## src/lsu_params.svh

```systemverilog
// Width, depth and cache geometry macros shared by the LSU RTL and its testbench.
`ifndef LSU_PARAMS_SVH
`define LSU_PARAMS_SVH

// Datapath.
`define LSU_DATA_WIDTH       32
`define LSU_ADDR_WIDTH       32

// One-hot select widths of the load and store queues.
`define LSU_LQ_DEPTH         8
`define LSU_SQ_DEPTH         8

`define LSU_ROB_IDX_WIDTH    5

// Direct-mapped data cache geometry.
`define LSU_DC_LINE_SIZE     16
`define LSU_DC_LINE_WIDTH    (`LSU_DC_LINE_SIZE * 8)
`define LSU_DC_SETS          8
`define LSU_DC_OFFSET_WIDTH  4
`define LSU_DC_INDEX_WIDTH   3
`define LSU_DC_TAG_WIDTH     25  // Address bits above index and offset.

`define LSU_FUNC_WIDTH       3

`endif

```

## src/lsu_pkg.sv

```systemverilog
// LSU operation and address types, imported by the pipeline stages and the testbench.
`include "lsu_params.svh"

package lsu_pkg;

    typedef enum logic [`LSU_FUNC_WIDTH-1:0] {
        LB   = 3'd0,
        LH   = 3'd1,
        LW   = 3'd2,
        SB   = 3'd3,
        SH   = 3'd4,
        SW   = 3'd5,
        FILL = 3'd6  // Line refill from memory.
    } lsu_func_t;

    typedef struct packed {
        logic [`LSU_DC_TAG_WIDTH-1:0]    tag;
        logic [`LSU_DC_INDEX_WIDTH-1:0]  index;
        logic [`LSU_DC_OFFSET_WIDTH-1:0] offset;
    } dc_addr_fields_t;

    // One address word, seen flat by the AGU and split by the cache.
    typedef union packed {
        logic [`LSU_ADDR_WIDTH-1:0] flat;
        dc_addr_fields_t            fields;
    } dc_addr_t;

endpackage

```

## src/lsu_agu.sv

```systemverilog
// Address generation stage; adds base and immediate and registers the operation.
`include "lsu_params.svh"

module lsu_agu
    import lsu_pkg::*;
(
    input  logic                            clk,
    input  logic                            n_rst,

    input  logic                            i_valid,
    input  lsu_func_t                       i_lsu_func,
    input  logic [`LSU_ADDR_WIDTH-1:0]      i_base,
    input  logic [`LSU_ADDR_WIDTH-1:0]      i_imm,
    input  logic [`LSU_ROB_IDX_WIDTH-1:0]   i_tag,
    input  logic [`LSU_LQ_DEPTH-1:0]        i_lq_select,
    input  logic [`LSU_SQ_DEPTH-1:0]        i_sq_select,
    input  logic                            i_retire,
    input  logic [`LSU_DATA_WIDTH-1:0]      i_store_data,
    input  logic [`LSU_DC_LINE_WIDTH-1:0]   i_fill_line,

    output logic                            o_valid,
    output lsu_func_t                       o_lsu_func,
    output dc_addr_t                        o_addr,
    output logic [`LSU_ROB_IDX_WIDTH-1:0]   o_tag,
    output logic [`LSU_LQ_DEPTH-1:0]        o_lq_select,
    output logic [`LSU_SQ_DEPTH-1:0]        o_sq_select,
    output logic                            o_retire,
    output logic [`LSU_DATA_WIDTH-1:0]      o_store_data,
    output logic [`LSU_DC_LINE_WIDTH-1:0]   o_fill_line
);

    always_ff @(posedge clk) begin
        if (~n_rst) o_valid <= 1'b0;
        else        o_valid <= i_valid;
    end

    always_ff @(posedge clk) begin
        o_lsu_func   <= i_lsu_func;
        o_addr.flat  <= i_base + i_imm;  // Effective address.
        o_tag        <= i_tag;
        o_lq_select  <= i_lq_select;
        o_sq_select  <= i_sq_select;
        o_retire     <= i_retire;
        o_store_data <= i_store_data;
        o_fill_line  <= i_fill_line;
    end

endmodule

```

## src/lsu_dcache.sv

```systemverilog
// Direct-mapped write-back data cache with a registered lookup stage for the LSU pipeline.
`include "lsu_params.svh"

module lsu_dcache
    import lsu_pkg::*;
(
    input  logic                            clk,
    input  logic                            n_rst,

    input  logic                            i_valid,
    input  lsu_func_t                       i_lsu_func,
    input  dc_addr_t                        i_addr,
    input  logic [`LSU_ROB_IDX_WIDTH-1:0]   i_tag,
    input  logic [`LSU_LQ_DEPTH-1:0]        i_lq_select,
    input  logic [`LSU_SQ_DEPTH-1:0]        i_sq_select,
    input  logic                            i_retire,
    input  logic [`LSU_DATA_WIDTH-1:0]      i_store_data,
    input  logic [`LSU_DC_LINE_WIDTH-1:0]   i_fill_line,

    output logic                            o_valid,
    output lsu_func_t                       o_lsu_func,
    output dc_addr_t                        o_addr,
    output logic [`LSU_ROB_IDX_WIDTH-1:0]   o_tag,
    output logic [`LSU_LQ_DEPTH-1:0]        o_lq_select,
    output logic [`LSU_SQ_DEPTH-1:0]        o_sq_select,
    output logic                            o_retire,
    output logic                            o_hit,
    output logic [`LSU_DATA_WIDTH-1:0]      o_data,
    output logic                            o_victim_valid,
    output logic                            o_victim_dirty,
    output logic [`LSU_ADDR_WIDTH-1:0]      o_victim_addr,
    output logic [`LSU_DC_LINE_WIDTH-1:0]   o_victim_data
);

    logic [`LSU_DC_TAG_WIDTH-1:0]   tag_q  [`LSU_DC_SETS];
    logic [`LSU_DC_LINE_WIDTH-1:0]  data_q [`LSU_DC_SETS];
    logic [`LSU_DC_SETS-1:0]        valid_q;
    logic [`LSU_DC_SETS-1:0]        dirty_q;

    logic [`LSU_DC_INDEX_WIDTH-1:0] index;
    logic [`LSU_DC_LINE_WIDTH-1:0]  line;
    logic                           hit;
    logic [`LSU_DATA_WIDTH-1:0]     word;
    logic [`LSU_DATA_WIDTH-1:0]     load_data;
    logic                           is_store;
    logic [`LSU_DC_LINE_SIZE-1:0]   byte_en;
    logic [`LSU_DATA_WIDTH-1:0]     store_word;
    logic [`LSU_DC_LINE_WIDTH-1:0]  merged_line;
    logic                           fill_en;
    logic                           store_en;

    assign index     = i_addr.fields.index;
    assign line      = data_q[index];
    assign hit       = valid_q[index] & (tag_q[index] == i_addr.fields.tag);
    assign word      = line[i_addr.fields.offset[`LSU_DC_OFFSET_WIDTH-1:2]*`LSU_DATA_WIDTH
                            +: `LSU_DATA_WIDTH];
    assign load_data = word >> {i_addr.fields.offset[1:0], 3'b000};  // Byte or half to bit 0.

    assign is_store   = (i_lsu_func == SB) | (i_lsu_func == SH) | (i_lsu_func == SW);
    assign store_word = i_store_data << {i_addr.fields.offset[1:0], 3'b000};
    assign fill_en    = i_valid & (i_lsu_func == FILL);
    assign store_en   = i_valid & is_store & i_retire & hit;  // Merge only at retire.

    always_comb begin
        case (i_lsu_func)
            SB:      byte_en = {{(`LSU_DC_LINE_SIZE-1){1'b0}}, 1'b1} << i_addr.fields.offset;
            SH:      byte_en = {{(`LSU_DC_LINE_SIZE-2){1'b0}}, 2'b11} << i_addr.fields.offset;
            SW:      byte_en = {{(`LSU_DC_LINE_SIZE-4){1'b0}}, 4'hf} << i_addr.fields.offset;
            default: byte_en = '0;
        endcase
    end

    always_comb begin
        merged_line = line;
        for (int b = 0; b < `LSU_DC_LINE_SIZE; b++) begin
            if (byte_en[b]) begin
                merged_line[b*8 +: 8] = store_word[(b % (`LSU_DATA_WIDTH/8))*8 +: 8];
            end
        end
    end

    always_ff @(posedge clk) begin
        if (~n_rst) begin
            valid_q <= '0;
            dirty_q <= '0;
        end else if (fill_en) begin
            valid_q[index] <= 1'b1;
            dirty_q[index] <= 1'b0;  // Fresh line from memory.
        end else if (store_en) begin
            dirty_q[index] <= 1'b1;
        end
    end

    always_ff @(posedge clk) begin
        if (fill_en) begin
            tag_q[index]  <= i_addr.fields.tag;
            data_q[index] <= i_fill_line;
        end else if (store_en) begin
            data_q[index] <= merged_line;
        end
    end

    always_ff @(posedge clk) begin
        if (~n_rst) o_valid <= 1'b0;
        else        o_valid <= i_valid;
    end

    // Victim fields show the line as it was before this operation.
    always_ff @(posedge clk) begin
        o_lsu_func     <= i_lsu_func;
        o_addr         <= i_addr;
        o_tag          <= i_tag;
        o_lq_select    <= i_lq_select;
        o_sq_select    <= i_sq_select;
        o_retire       <= i_retire;
        o_hit          <= hit;
        o_data         <= load_data;
        o_victim_valid <= valid_q[index];
        o_victim_dirty <= dirty_q[index];
        o_victim_addr  <= {tag_q[index], index, {`LSU_DC_OFFSET_WIDTH{1'b0}}};
        o_victim_data  <= line;
    end

endmodule

```

## src/lsu_ex.sv

```systemverilog
// Execute stage of the LSU; extends loads, drives the CDB, queue updates and victim enqueue.
`include "lsu_params.svh"

module lsu_ex
    import lsu_pkg::*;
(
    input  logic                            clk,
    input  logic                            n_rst,

    input  logic                            i_flush,

    input  logic                            i_valid,
    input  lsu_func_t                       i_lsu_func,
    input  logic [`LSU_LQ_DEPTH-1:0]        i_lq_select,
    input  logic [`LSU_SQ_DEPTH-1:0]        i_sq_select,
    input  logic [`LSU_ROB_IDX_WIDTH-1:0]   i_tag,
    input  logic [`LSU_ADDR_WIDTH-1:0]      i_addr,
    input  logic                            i_retire,

    input  logic                            i_dc_hit,
    input  logic [`LSU_DATA_WIDTH-1:0]      i_dc_data,
    input  logic                            i_dc_victim_valid,
    input  logic                            i_dc_victim_dirty,
    input  logic [`LSU_ADDR_WIDTH-1:0]      i_dc_victim_addr,
    input  logic [`LSU_DC_LINE_WIDTH-1:0]   i_dc_victim_data,

    output logic                            o_valid,
    output logic [`LSU_DATA_WIDTH-1:0]      o_data,
    output logic [`LSU_ADDR_WIDTH-1:0]      o_addr,
    output logic [`LSU_ROB_IDX_WIDTH-1:0]   o_tag,

    output logic                            o_update_lq_en,
    output logic [`LSU_LQ_DEPTH-1:0]        o_update_lq_select,
    output logic                            o_update_lq_retry,
    output logic                            o_update_sq_en,
    output logic [`LSU_SQ_DEPTH-1:0]        o_update_sq_select,
    output logic                            o_update_sq_retry,

    output logic                            o_victim_en,
    output logic [`LSU_ADDR_WIDTH-1:0]      o_victim_addr,
    output logic [`LSU_DC_LINE_WIDTH-1:0]   o_victim_data
);

    localparam int HALF = `LSU_DATA_WIDTH / 2;

    logic                       is_fill;
    logic                       is_store;
    logic                       is_load;
    logic                       live;
    logic [`LSU_DATA_WIDTH-1:0] ext_data;

    assign is_fill  = i_lsu_func == FILL;
    assign is_store = (i_lsu_func == SB) | (i_lsu_func == SH) | (i_lsu_func == SW);
    assign is_load  = (i_lsu_func == LB) | (i_lsu_func == LH) | (i_lsu_func == LW);
    assign live     = i_valid & ~i_flush;  // Flush hits CDB and queues only.

    always_comb begin
        case (i_lsu_func)
            LB:      ext_data = {{(`LSU_DATA_WIDTH-8){i_dc_data[7]}}, i_dc_data[7:0]};
            LH:      ext_data = {{HALF{i_dc_data[HALF-1]}}, i_dc_data[HALF-1:0]};
            default: ext_data = i_dc_data;
        endcase
    end

    always_ff @(posedge clk) begin
        if (~n_rst) begin
            o_valid        <= 1'b0;
            o_update_lq_en <= 1'b0;
            o_update_sq_en <= 1'b0;
            o_victim_en    <= 1'b0;
        end else begin
            o_valid        <= live & ~is_fill & ~i_retire & (i_dc_hit | is_store);
            o_update_lq_en <= live & is_load;
            o_update_sq_en <= live & is_store & i_retire;
            o_victim_en    <= i_valid & is_fill & i_dc_victim_valid & i_dc_victim_dirty;
        end
    end

    always_ff @(posedge clk) begin
        o_data             <= ext_data;
        o_addr             <= i_addr;
        o_tag              <= i_tag;
        o_update_lq_select <= i_lq_select;
        o_update_lq_retry  <= ~i_dc_hit;  // Miss sends it back to the queue.
        o_update_sq_select <= i_sq_select;
        o_update_sq_retry  <= ~i_dc_hit;
        o_victim_addr      <= i_dc_victim_addr;
        o_victim_data      <= i_dc_victim_data;
    end

endmodule

```

## src/lsu_top.sv

```systemverilog
// LSU top level; chains address generation, data cache and execute stages.
`include "lsu_params.svh"

module lsu_top
    import lsu_pkg::*;
(
    input  logic                            clk,
    input  logic                            n_rst,

    input  logic                            i_flush,
    input  logic                            i_valid,
    input  lsu_func_t                       i_lsu_func,
    input  logic [`LSU_ADDR_WIDTH-1:0]      i_base,
    input  logic [`LSU_ADDR_WIDTH-1:0]      i_imm,
    input  logic [`LSU_ROB_IDX_WIDTH-1:0]   i_tag,
    input  logic [`LSU_LQ_DEPTH-1:0]        i_lq_select,
    input  logic [`LSU_SQ_DEPTH-1:0]        i_sq_select,
    input  logic                            i_retire,
    input  logic [`LSU_DATA_WIDTH-1:0]      i_store_data,
    input  logic [`LSU_DC_LINE_WIDTH-1:0]   i_fill_line,

    output logic                            o_valid,
    output logic [`LSU_DATA_WIDTH-1:0]      o_data,
    output logic [`LSU_ADDR_WIDTH-1:0]      o_addr,
    output logic [`LSU_ROB_IDX_WIDTH-1:0]   o_tag,
    output logic                            o_update_lq_en,
    output logic [`LSU_LQ_DEPTH-1:0]        o_update_lq_select,
    output logic                            o_update_lq_retry,
    output logic                            o_update_sq_en,
    output logic [`LSU_SQ_DEPTH-1:0]        o_update_sq_select,
    output logic                            o_update_sq_retry,
    output logic                            o_victim_en,
    output logic [`LSU_ADDR_WIDTH-1:0]      o_victim_addr,
    output logic [`LSU_DC_LINE_WIDTH-1:0]   o_victim_data
);

    logic                           agu_valid;
    lsu_func_t                      agu_func;
    dc_addr_t                       agu_addr;
    logic [`LSU_ROB_IDX_WIDTH-1:0]  agu_tag;
    logic [`LSU_LQ_DEPTH-1:0]       agu_lq_select;
    logic [`LSU_SQ_DEPTH-1:0]       agu_sq_select;
    logic                           agu_retire;
    logic [`LSU_DATA_WIDTH-1:0]     agu_store_data;
    logic [`LSU_DC_LINE_WIDTH-1:0]  agu_fill_line;

    logic                           dc_valid;
    lsu_func_t                      dc_func;
    dc_addr_t                       dc_addr;
    logic [`LSU_ROB_IDX_WIDTH-1:0]  dc_tag;
    logic [`LSU_LQ_DEPTH-1:0]       dc_lq_select;
    logic [`LSU_SQ_DEPTH-1:0]       dc_sq_select;
    logic                           dc_retire;
    logic                           dc_hit;
    logic [`LSU_DATA_WIDTH-1:0]     dc_data;
    logic                           dc_victim_valid;
    logic                           dc_victim_dirty;
    logic [`LSU_ADDR_WIDTH-1:0]     dc_victim_addr;
    logic [`LSU_DC_LINE_WIDTH-1:0]  dc_victim_data;

    lsu_agu lsu_agu_i (
        .clk          (clk),
        .n_rst        (n_rst),
        .i_valid      (i_valid),
        .i_lsu_func   (i_lsu_func),
        .i_base       (i_base),
        .i_imm        (i_imm),
        .i_tag        (i_tag),
        .i_lq_select  (i_lq_select),
        .i_sq_select  (i_sq_select),
        .i_retire     (i_retire),
        .i_store_data (i_store_data),
        .i_fill_line  (i_fill_line),
        .o_valid      (agu_valid),
        .o_lsu_func   (agu_func),
        .o_addr       (agu_addr),
        .o_tag        (agu_tag),
        .o_lq_select  (agu_lq_select),
        .o_sq_select  (agu_sq_select),
        .o_retire     (agu_retire),
        .o_store_data (agu_store_data),
        .o_fill_line  (agu_fill_line)
    );

    lsu_dcache lsu_dcache_i (
        .clk            (clk),
        .n_rst          (n_rst),
        .i_valid        (agu_valid),
        .i_lsu_func     (agu_func),
        .i_addr         (agu_addr),
        .i_tag          (agu_tag),
        .i_lq_select    (agu_lq_select),
        .i_sq_select    (agu_sq_select),
        .i_retire       (agu_retire),
        .i_store_data   (agu_store_data),
        .i_fill_line    (agu_fill_line),
        .o_valid        (dc_valid),
        .o_lsu_func     (dc_func),
        .o_addr         (dc_addr),
        .o_tag          (dc_tag),
        .o_lq_select    (dc_lq_select),
        .o_sq_select    (dc_sq_select),
        .o_retire       (dc_retire),
        .o_hit          (dc_hit),
        .o_data         (dc_data),
        .o_victim_valid (dc_victim_valid),
        .o_victim_dirty (dc_victim_dirty),
        .o_victim_addr  (dc_victim_addr),
        .o_victim_data  (dc_victim_data)
    );

    lsu_ex lsu_ex_i (
        .clk                (clk),
        .n_rst              (n_rst),
        .i_flush            (i_flush),
        .i_valid            (dc_valid),
        .i_lsu_func         (dc_func),
        .i_lq_select        (dc_lq_select),
        .i_sq_select        (dc_sq_select),
        .i_tag              (dc_tag),
        .i_addr             (dc_addr.flat),
        .i_retire           (dc_retire),
        .i_dc_hit           (dc_hit),
        .i_dc_data          (dc_data),
        .i_dc_victim_valid  (dc_victim_valid),
        .i_dc_victim_dirty  (dc_victim_dirty),
        .i_dc_victim_addr   (dc_victim_addr),
        .i_dc_victim_data   (dc_victim_data),
        .o_valid            (o_valid),
        .o_data             (o_data),
        .o_addr             (o_addr),
        .o_tag              (o_tag),
        .o_update_lq_en     (o_update_lq_en),
        .o_update_lq_select (o_update_lq_select),
        .o_update_lq_retry  (o_update_lq_retry),
        .o_update_sq_en     (o_update_sq_en),
        .o_update_sq_select (o_update_sq_select),
        .o_update_sq_retry  (o_update_sq_retry),
        .o_victim_en        (o_victim_en),
        .o_victim_addr      (o_victim_addr),
        .o_victim_data      (o_victim_data)
    );

endmodule

```

## config.mk

```make
export PLATFORM = sky130hd
export DESIGN_NAME = lsu_top
export DESIGN_NICKNAME = d
export VERILOG_FILES = /design/src/lsu_pkg.sv /design/src/lsu_agu.sv /design/src/lsu_dcache.sv /design/src/lsu_ex.sv /design/src/lsu_top.sv
export VERILOG_INCLUDE_DIRS = /design/src /design/src/src
export SDC_FILE = /design/constraint.sdc
export NUM_CORES = 2
export LEC_CHECK = 0
export ABC_AREA = 1
export BUFFER_PORTS_ARGS = -buffer_cell sky130_fd_sc_hd__buf_2
export CAP_MARGIN = 20
export CORE_MARGIN = 1.5
export CORE_UTILIZATION = 44
export DETAILED_ROUTE_END_ITERATION = 8
export GPL_TIMING_DRIVEN = 0
export PLACE_DENSITY_LB_ADDON = 0.1
export SYNTH_ARGS = -nofsm -noshare
export SYNTH_HDL_FRONTEND = slang
export SYNTH_SLANG_ARGS = --single-unit
export TNS_END_PERCENT = 30
```

## constraint.sdc

```tcl
create_clock -name clk -period 6.55 [get_ports clk]
set_clock_uncertainty 0.15 [all_clocks]
set_input_delay 0.9825 -clock clk [delete_from_list [all_inputs] [get_ports clk]]
set_output_delay 0.9825 -clock clk [all_outputs]
set_load 0.03 [all_outputs]
```

# Yosys cells after proc, flatten, opt, wreduce, memory -nomap -nowiden
# Memory sizes are Yosys's and may differ from the RTL's. A register that Yosys moved wholly into a read port is not among the register bits.
# Index checks and enable logic that the tools add are counted.
# totals
ramBits,1224
input_bits,253
ff_bits,729
n_memories,2
# classes
eq_ne,11
n_shift,6
addsub,1
order_cmp,2
mux,32
n_reduce_logical,3
bitwise,31
# memory_table
name,words,word_bits,read_ports,rd_clocked_by_memory_dff,wr,line_no,source
lsu_dcache_i.data_q,8,128,1,1,1,lsu_dcache.sv:36,logic [`LSU_DC_LINE_WIDTH-1:0] data_q [`LSU_DC_SETS];
lsu_dcache_i.tag_q,8,25,1,1,1,lsu_dcache.sv:35,logic [`LSU_DC_TAG_WIDTH-1:0] tag_q [`LSU_DC_SETS];
# op_table
operator,count
2-to-1 mux 8 bit,18
2-to-1 mux 128 bit,1
indexed part select 128 x 8 -> 32 bit,1
case mux 32 bit (2 select lines),1
case mux 16 bit (3 select lines),1
adder 32 bit,1
<< shifter 32 x 5 -> 32 bit,1
right shift 32 x 5 -> 32 bit,1
== test 25 bit,1
"== test 3 bit, second input constant",6
bitwise OR 8 bit,2
"<< shifter 1 x 4 -> 16 bit, first input constant",1
"<< shifter 2 x 4 -> 16 bit, first input constant",1
"<< shifter 4 x 4 -> 16 bit, first input constant",1
bitwise AND 1 bit,15
"== test 3 x 2 -> 1 bit, second input constant",3
bitwise AND 8 bit,1
2-to-1 mux 1 bit,8
inverter 8 bit,1
bitwise OR 1 bit,8
binary-select mux 1 bit (select 3 bit),2
"< comparator 3 x 4 -> 1 bit, second input constant",1
inverter 1 bit,4
demux 1 bit (select 3 bit),1
5 further kinds,5

# Longest topological paths before layout
# logic_depth
ltp_word,10
depth_mapped,20
mapped_depth_nobuf,17

# By module
# Synthesis repeated with hierarchy kept, for this count alone.
# unflattened
cells_unflattened,5754
area_unflattened_um2,69409.1
# by_module_without_submodules
module,n_inst,seq_area_each_um2,area_each_um2,cells_per_inst
lsu_dcache,1,42000.3,57241.1,4713
lsu_agu,1,4364.2,6756.5,714
lsu_ex,1,5004.8,5411.4,327

# Worst setup path after synthesis
# OpenSTA, ideal clock, no wires.
# synth_timing
kind,flip-flop to flip-flop
from,register lsu_agu_i.o_addr[5] (netlist bit)
to,memory lsu_dcache_i.data_q[5][0] (netlist bit) (enable)
required_ns,5.908
slack_ns,0.583
synth_period_minus_slack_ns,5.967
path_stages_with_launch,10
t_arrival_ns,5.326
cell_sequence,dfxtp_1 buf_2 inv_2 buf_2 buf_2 nand3_1 clkbuf_1 nor2_1 inv_1 nand2_1
# synth_via
elab_chain_len,8
# synth_lines
element,line_no,source
start: declaration,lsu_agu.sv:23,"output dc_addr_t o_addr,"
binary-select mux 1 bit (select 3 bit),lsu_dcache.sv:54,assign hit = valid_q[index] & (tag_q[index] == i_addr.fields.tag);
2-to-1 mux 1 bit (not written as such),lsu_dcache.sv:54,
bitwise AND 1 bit,lsu_dcache.sv:54,
bitwise AND 1 bit,lsu_dcache.sv:62,assign store_en = i_valid & is_store & i_retire & hit;
2-to-1 mux 1 bit,lsu_dcache.sv:98,end else if (store_en) begin
2-to-1 mux 1 bit,lsu_dcache.sv:95,if (fill_en) begin
2-to-1 mux 1 bit (not written as such),lsu_dcache.sv:99,data_q[index] <= merged_line;
bitwise OR 1 bit (no line),n/a,
end: declaration,lsu_dcache.sv:36,
# Several ways; a longest one is shown, not always the timed one. The select of a mux whose other input is x is not followed.

# Final worst setup path
# layout_timing
from,register lsu_agu_i.o_addr[4] (netlist bit)
to,memory lsu_dcache_i.data_q[6][31] (netlist bit) (enable)
# Same word-level chain as after synthesis.

==> summary.md <==
| Metric | Value |
|---|---|
| Residual DRC | `0` |
| Final hold slack | `~0.072 ns` |
| First-pass GRT wire length | `approximately 360000 um` |
| Max Slew Vio Count | `0` |
| Pwr/cell area | `approximately 410 mW/mm^2` |
| Sequential area share after synthesis | `~75%` |
| Status | `finished, final reports clean` |
| IR drop worst, VDD | `~0.00028 V` |
| Placer Congestion | `roughly 1.1` |
| Total track usage | `34.0%` |
| Synth Area in Simple Gates | `between 10% and 20%` |
| CTS Buf Count | `about 190` |
| Crit Path Max Fanout | `~40` |
| Met3 Use GR | `under 10%` |
| Initial antenna violation count | `29` |
| Share of cells above drive strength 1 | `approximately 17%` |
| Critical path class | `reg2reg` |
| Vias per Instance | `between 5 and 6` |
| Wire length per cell | `~32 um` |
| Starting Density | `approximately 44%` |
| CP max stage cell | `clkbuf_1` |
| Vias | `slightly below 50000` |
| Most frequent cells in the layout | `nand2_1 (1687), edfxtp_1 (1224), dfxtp_1 (723), buf_2 (602), nand3_1 (241)` |
| Compound-Gate Fraction of Synth Area | `between 6 and 7%` |
| Fmax | `160 MHz` |
| Final HPWL DP | `between 150000 and 200000 um` |
| Rows | `approximately 140` |
| Grt total ovfl | `0` |
| Final std cells w/o fill | `between 8000 and 9000` |
| Core Box Area | `approximately 0.15 sq mm` |
| Max stage delay on crit path | `about 0.92 ns` |
| Hold_buf cts | `0` |
| Worst slew pin tran | `roughly 1.3 ns` |
| Part of the cycle the worst path needs | `a little over nine tenths` |
| Hold path depth | `1` |
| Type of origin of the critical path | `flip-flop` |
| Synth Area in Adders | `less than 1%` |
| Predominant post-synthesis flop cell | `edfxtp_1` |
| Clk pin slew, worst setup/hold paths | `around 0.06 ns` |
| Register bit total from synthesis | `approximately 2000` |
| Die span in x | `a little under 400 um` |
| Vias in the first global route | `about 45000` |
| Largest net degree at the start of global routing | `46` |
| DRT iter0 DRCs | `6908` |
| Buf/Inv on CP | `9` |
| M1 GR Usage | `approximately 46%` |
| # resized after CTS | `0` |
| Die height | `approximately 400 um` |
| Setup repair after global routing missed its margin | `false` |
| Top Usage Layer GRT | `met2` |
| Nets | `6569` |
| Syn Area/Cell | `approximately 12 sq um` |
| Slew HR | `between 10% and 20%` |
| H-tree depth | `4` |
| Number of fill cells | `roughly 13000` |
| CTS tree | `built` |
| Post-Route WL | `roughly 270000 um` |
| Setup-failing EPs final | `0` |
| Antenna Nets Post-Route | `0` |
| Max-cap viol count | `0` |
| Critical-path cell list | `inv_2, buf_4, buf_2, nand3_1, inv_2, clkbuf_1, clkbuf_1, nand3_1, nand2_4, buf_16, buf_16, buf_12` |
| Clock Tree Buf Depth | `3` |
| I/O pin count | `around 500` |
| Commonest non-fill, non-tap cell in the layout | `nand2_1` |
| Post-synth EDFFs | `1224` |
| Setup WS post-layout | `0.303 ns` |
| Mux cell area share after synthesis | `less than 1%` |
| Skew-Pair Late Insertion Delay | `roughly 0.85 ns` |
| Xor/xnor share of the synthesized area | `less than 1%` |
| Setup bufs post-CTS | `0` |
| Met2 global-route usage | `about half` |
| Worst Reg-to-Reg Cells | `12` |
| Minimum clock period | `between 6 and 7 ns` |
| CTS root buf | `clkbuf_16` |
| First-pass DRT Iterations | `6` |
| Worst min-delay path category | `in2reg` |
| Hold Fails Final Rpt | `0` |
| PortBufs | `~500` |
| Post-synth ARST share | `0%` |
| Post-Syn Instances | `between 5000 and 6000` |
| Ys Warns | `0` |
| Netlist Area Pre-Place | `0.0680 sq mm` |
| Die Area | `about 0.16 sq mm` |
| Leak | `32.3 nW` |
| Placed insts | `8131` |
| Area grow syn2layout | `19.6%` |
| Setup crit end kind | `flip-flop` |
| Main combinational cell family by area after synthesis | `simple AND/OR/NAND/NOR gates` |
| Cell family with most CP delay | `buffers and inverters` |
| WP data required | `approximately 6.9 ns` |
| Sink Count | `roughly 2000` |
| Post-place setup slack | `0.487 ns` |
| Critical path depth | `12` |
| Synth cell types | `52` |
| Data arrival time of the critical path | `about 6.6 ns` |
[flip-flops by register name, indices dropped and copies added, names as in the netlist, 25 cells and up, named ones only]
| signal | flops |
|---|---|
| lsu_agu_i.o_addr | 32 |
| lsu_agu_i.o_fill_line | 128 |
| lsu_agu_i.o_store_data | 32 |
| lsu_dcache_i.data_q | 1024 |
| lsu_dcache_i.o_addr | 32 |
| lsu_dcache_i.o_data | 32 |
| lsu_dcache_i.o_victim_addr | 25 |
| lsu_dcache_i.o_victim_data | 128 |
| lsu_dcache_i.tag_q | 200 |
| lsu_ex_i.o_addr | 32 |
| lsu_ex_i.o_data | 32 |
| lsu_ex_i.o_victim_addr | 25 |
| lsu_ex_i.o_victim_data | 128 |
[synthesized netlist by cell type (9+ instances only)]
| master | count | area (sq um) |
|---|---|---|
| a211oi_1 | 10 | 75.1 |
| a21oi_1 | 105 | 526 |
| a221oi_1 | 71 | 622 |
| a22o_1 | 63 | 552 |
| a22oi_1 | 121 | 908 |
| and3_1 | 22 | 138 |
| buf_1 | 33 | 124 |
| buf_2 | 88 | 440 |
| buf_4 | 10 | 75.1 |
| clkbuf_1 | 121 | 454 |
| dfxtp_1 | 723 | 14500 |
| edfxtp_1 | 1224 | 36800 |
| ha_1 | 31 | 388 |
| inv_1 | 229 | 860 |
| inv_2 | 9 | 33.8 |
| mux2i_1 | 13 | 130 |
| nand2_1 | 1695 | 6360 |
| nand3_1 | 241 | 1210 |
| nand3b_1 | 20 | 150 |
| nand4_1 | 86 | 538 |
| nor2_1 | 168 | 631 |
| nor3_1 | 14 | 70.1 |
| o211ai_1 | 12 | 90.1 |
| o21ai_0 | 190 | 951 |
| o21ai_1 | 104 | 521 |
| o22ai_1 | 11 | 68.8 |
| or2_2 | 9 | 56.3 |
| xor2_1 | 26 | 228 |
[routing by layer]
| layer | wire, um | up-vias |
|---|---|---|
| met5 | 109 | - |
| met4 | 15700 | 16 |
| met3 | 31600 | 591 |
| met2 | 119000 | 3133 |
| met1 | 106000 | 23900 |
| li1 | - | 20800 |
[cells by family (layout without fill, tap and decap cells)]
logic type,after synthesis,count (layout)
flops,1947,1947
compound gates,735,735
xor+xnor,28,28
simple gates,2261,2261
fa+ha+maj,32,32
mux,21,21
buf+inv,496,1427
other cells,1,12
[final timing paths]
| check | from | to | slack (ns) |
|---|---|---|---|
| setup reg to reg | lsu_agu_i.o_addr[4] | lsu_dcache_i.data_q[6][31] | 0.30 |
| hold reg to reg | lsu_dcache_i.o_victim_data[99] | lsu_ex_i.o_victim_data[99] | 0.14 |
| hold / removal | i_fill_line[66] | lsu_agu_i.o_fill_line[66] | 0.07 |
| setup / recovery | lsu_agu_i.o_addr[4] | lsu_dcache_i.data_q[6][31] | 0.30 |
[power by group]
part | switching (W) | internal [W]
sequential | 0.000515 | 0.0143
clock | 0.00492 | 0.00655
combinational | 0.00564 | 0.00158
total | 0.0111 | 0.0225
[per-stage QoR]
stage	total power (W)	instance area, sq um	TNS (ns)	util [%]
floorplan	0.0184	68000	0	-
detailed placement	0.0221	74500	0	48.5
CTS	0.0334	81300	0	52.9
global route	0.0344	81300	0	52.9
global placement	0.0220	73100	-5306.23	47.5
finish	0.0335	81300	0	52.9
[layout make-up]
class	count	area, sq um	share of cell area, %
Buffer	252	1120	1.38
Clock inverter	84	818	1.01
Sequential cell	1947	51200	63.0
Inverter	244	916	1.13
Timing Repair Buffer	564	3810	4.69
Clock buffer	283	5960	7.32
Multi-Input combinational cell	3081	14900	18.3
Antenna cell	8	20.0	0.0246
Tap cell	2044	2560	3.14
(Power assumes the default switching activity.)
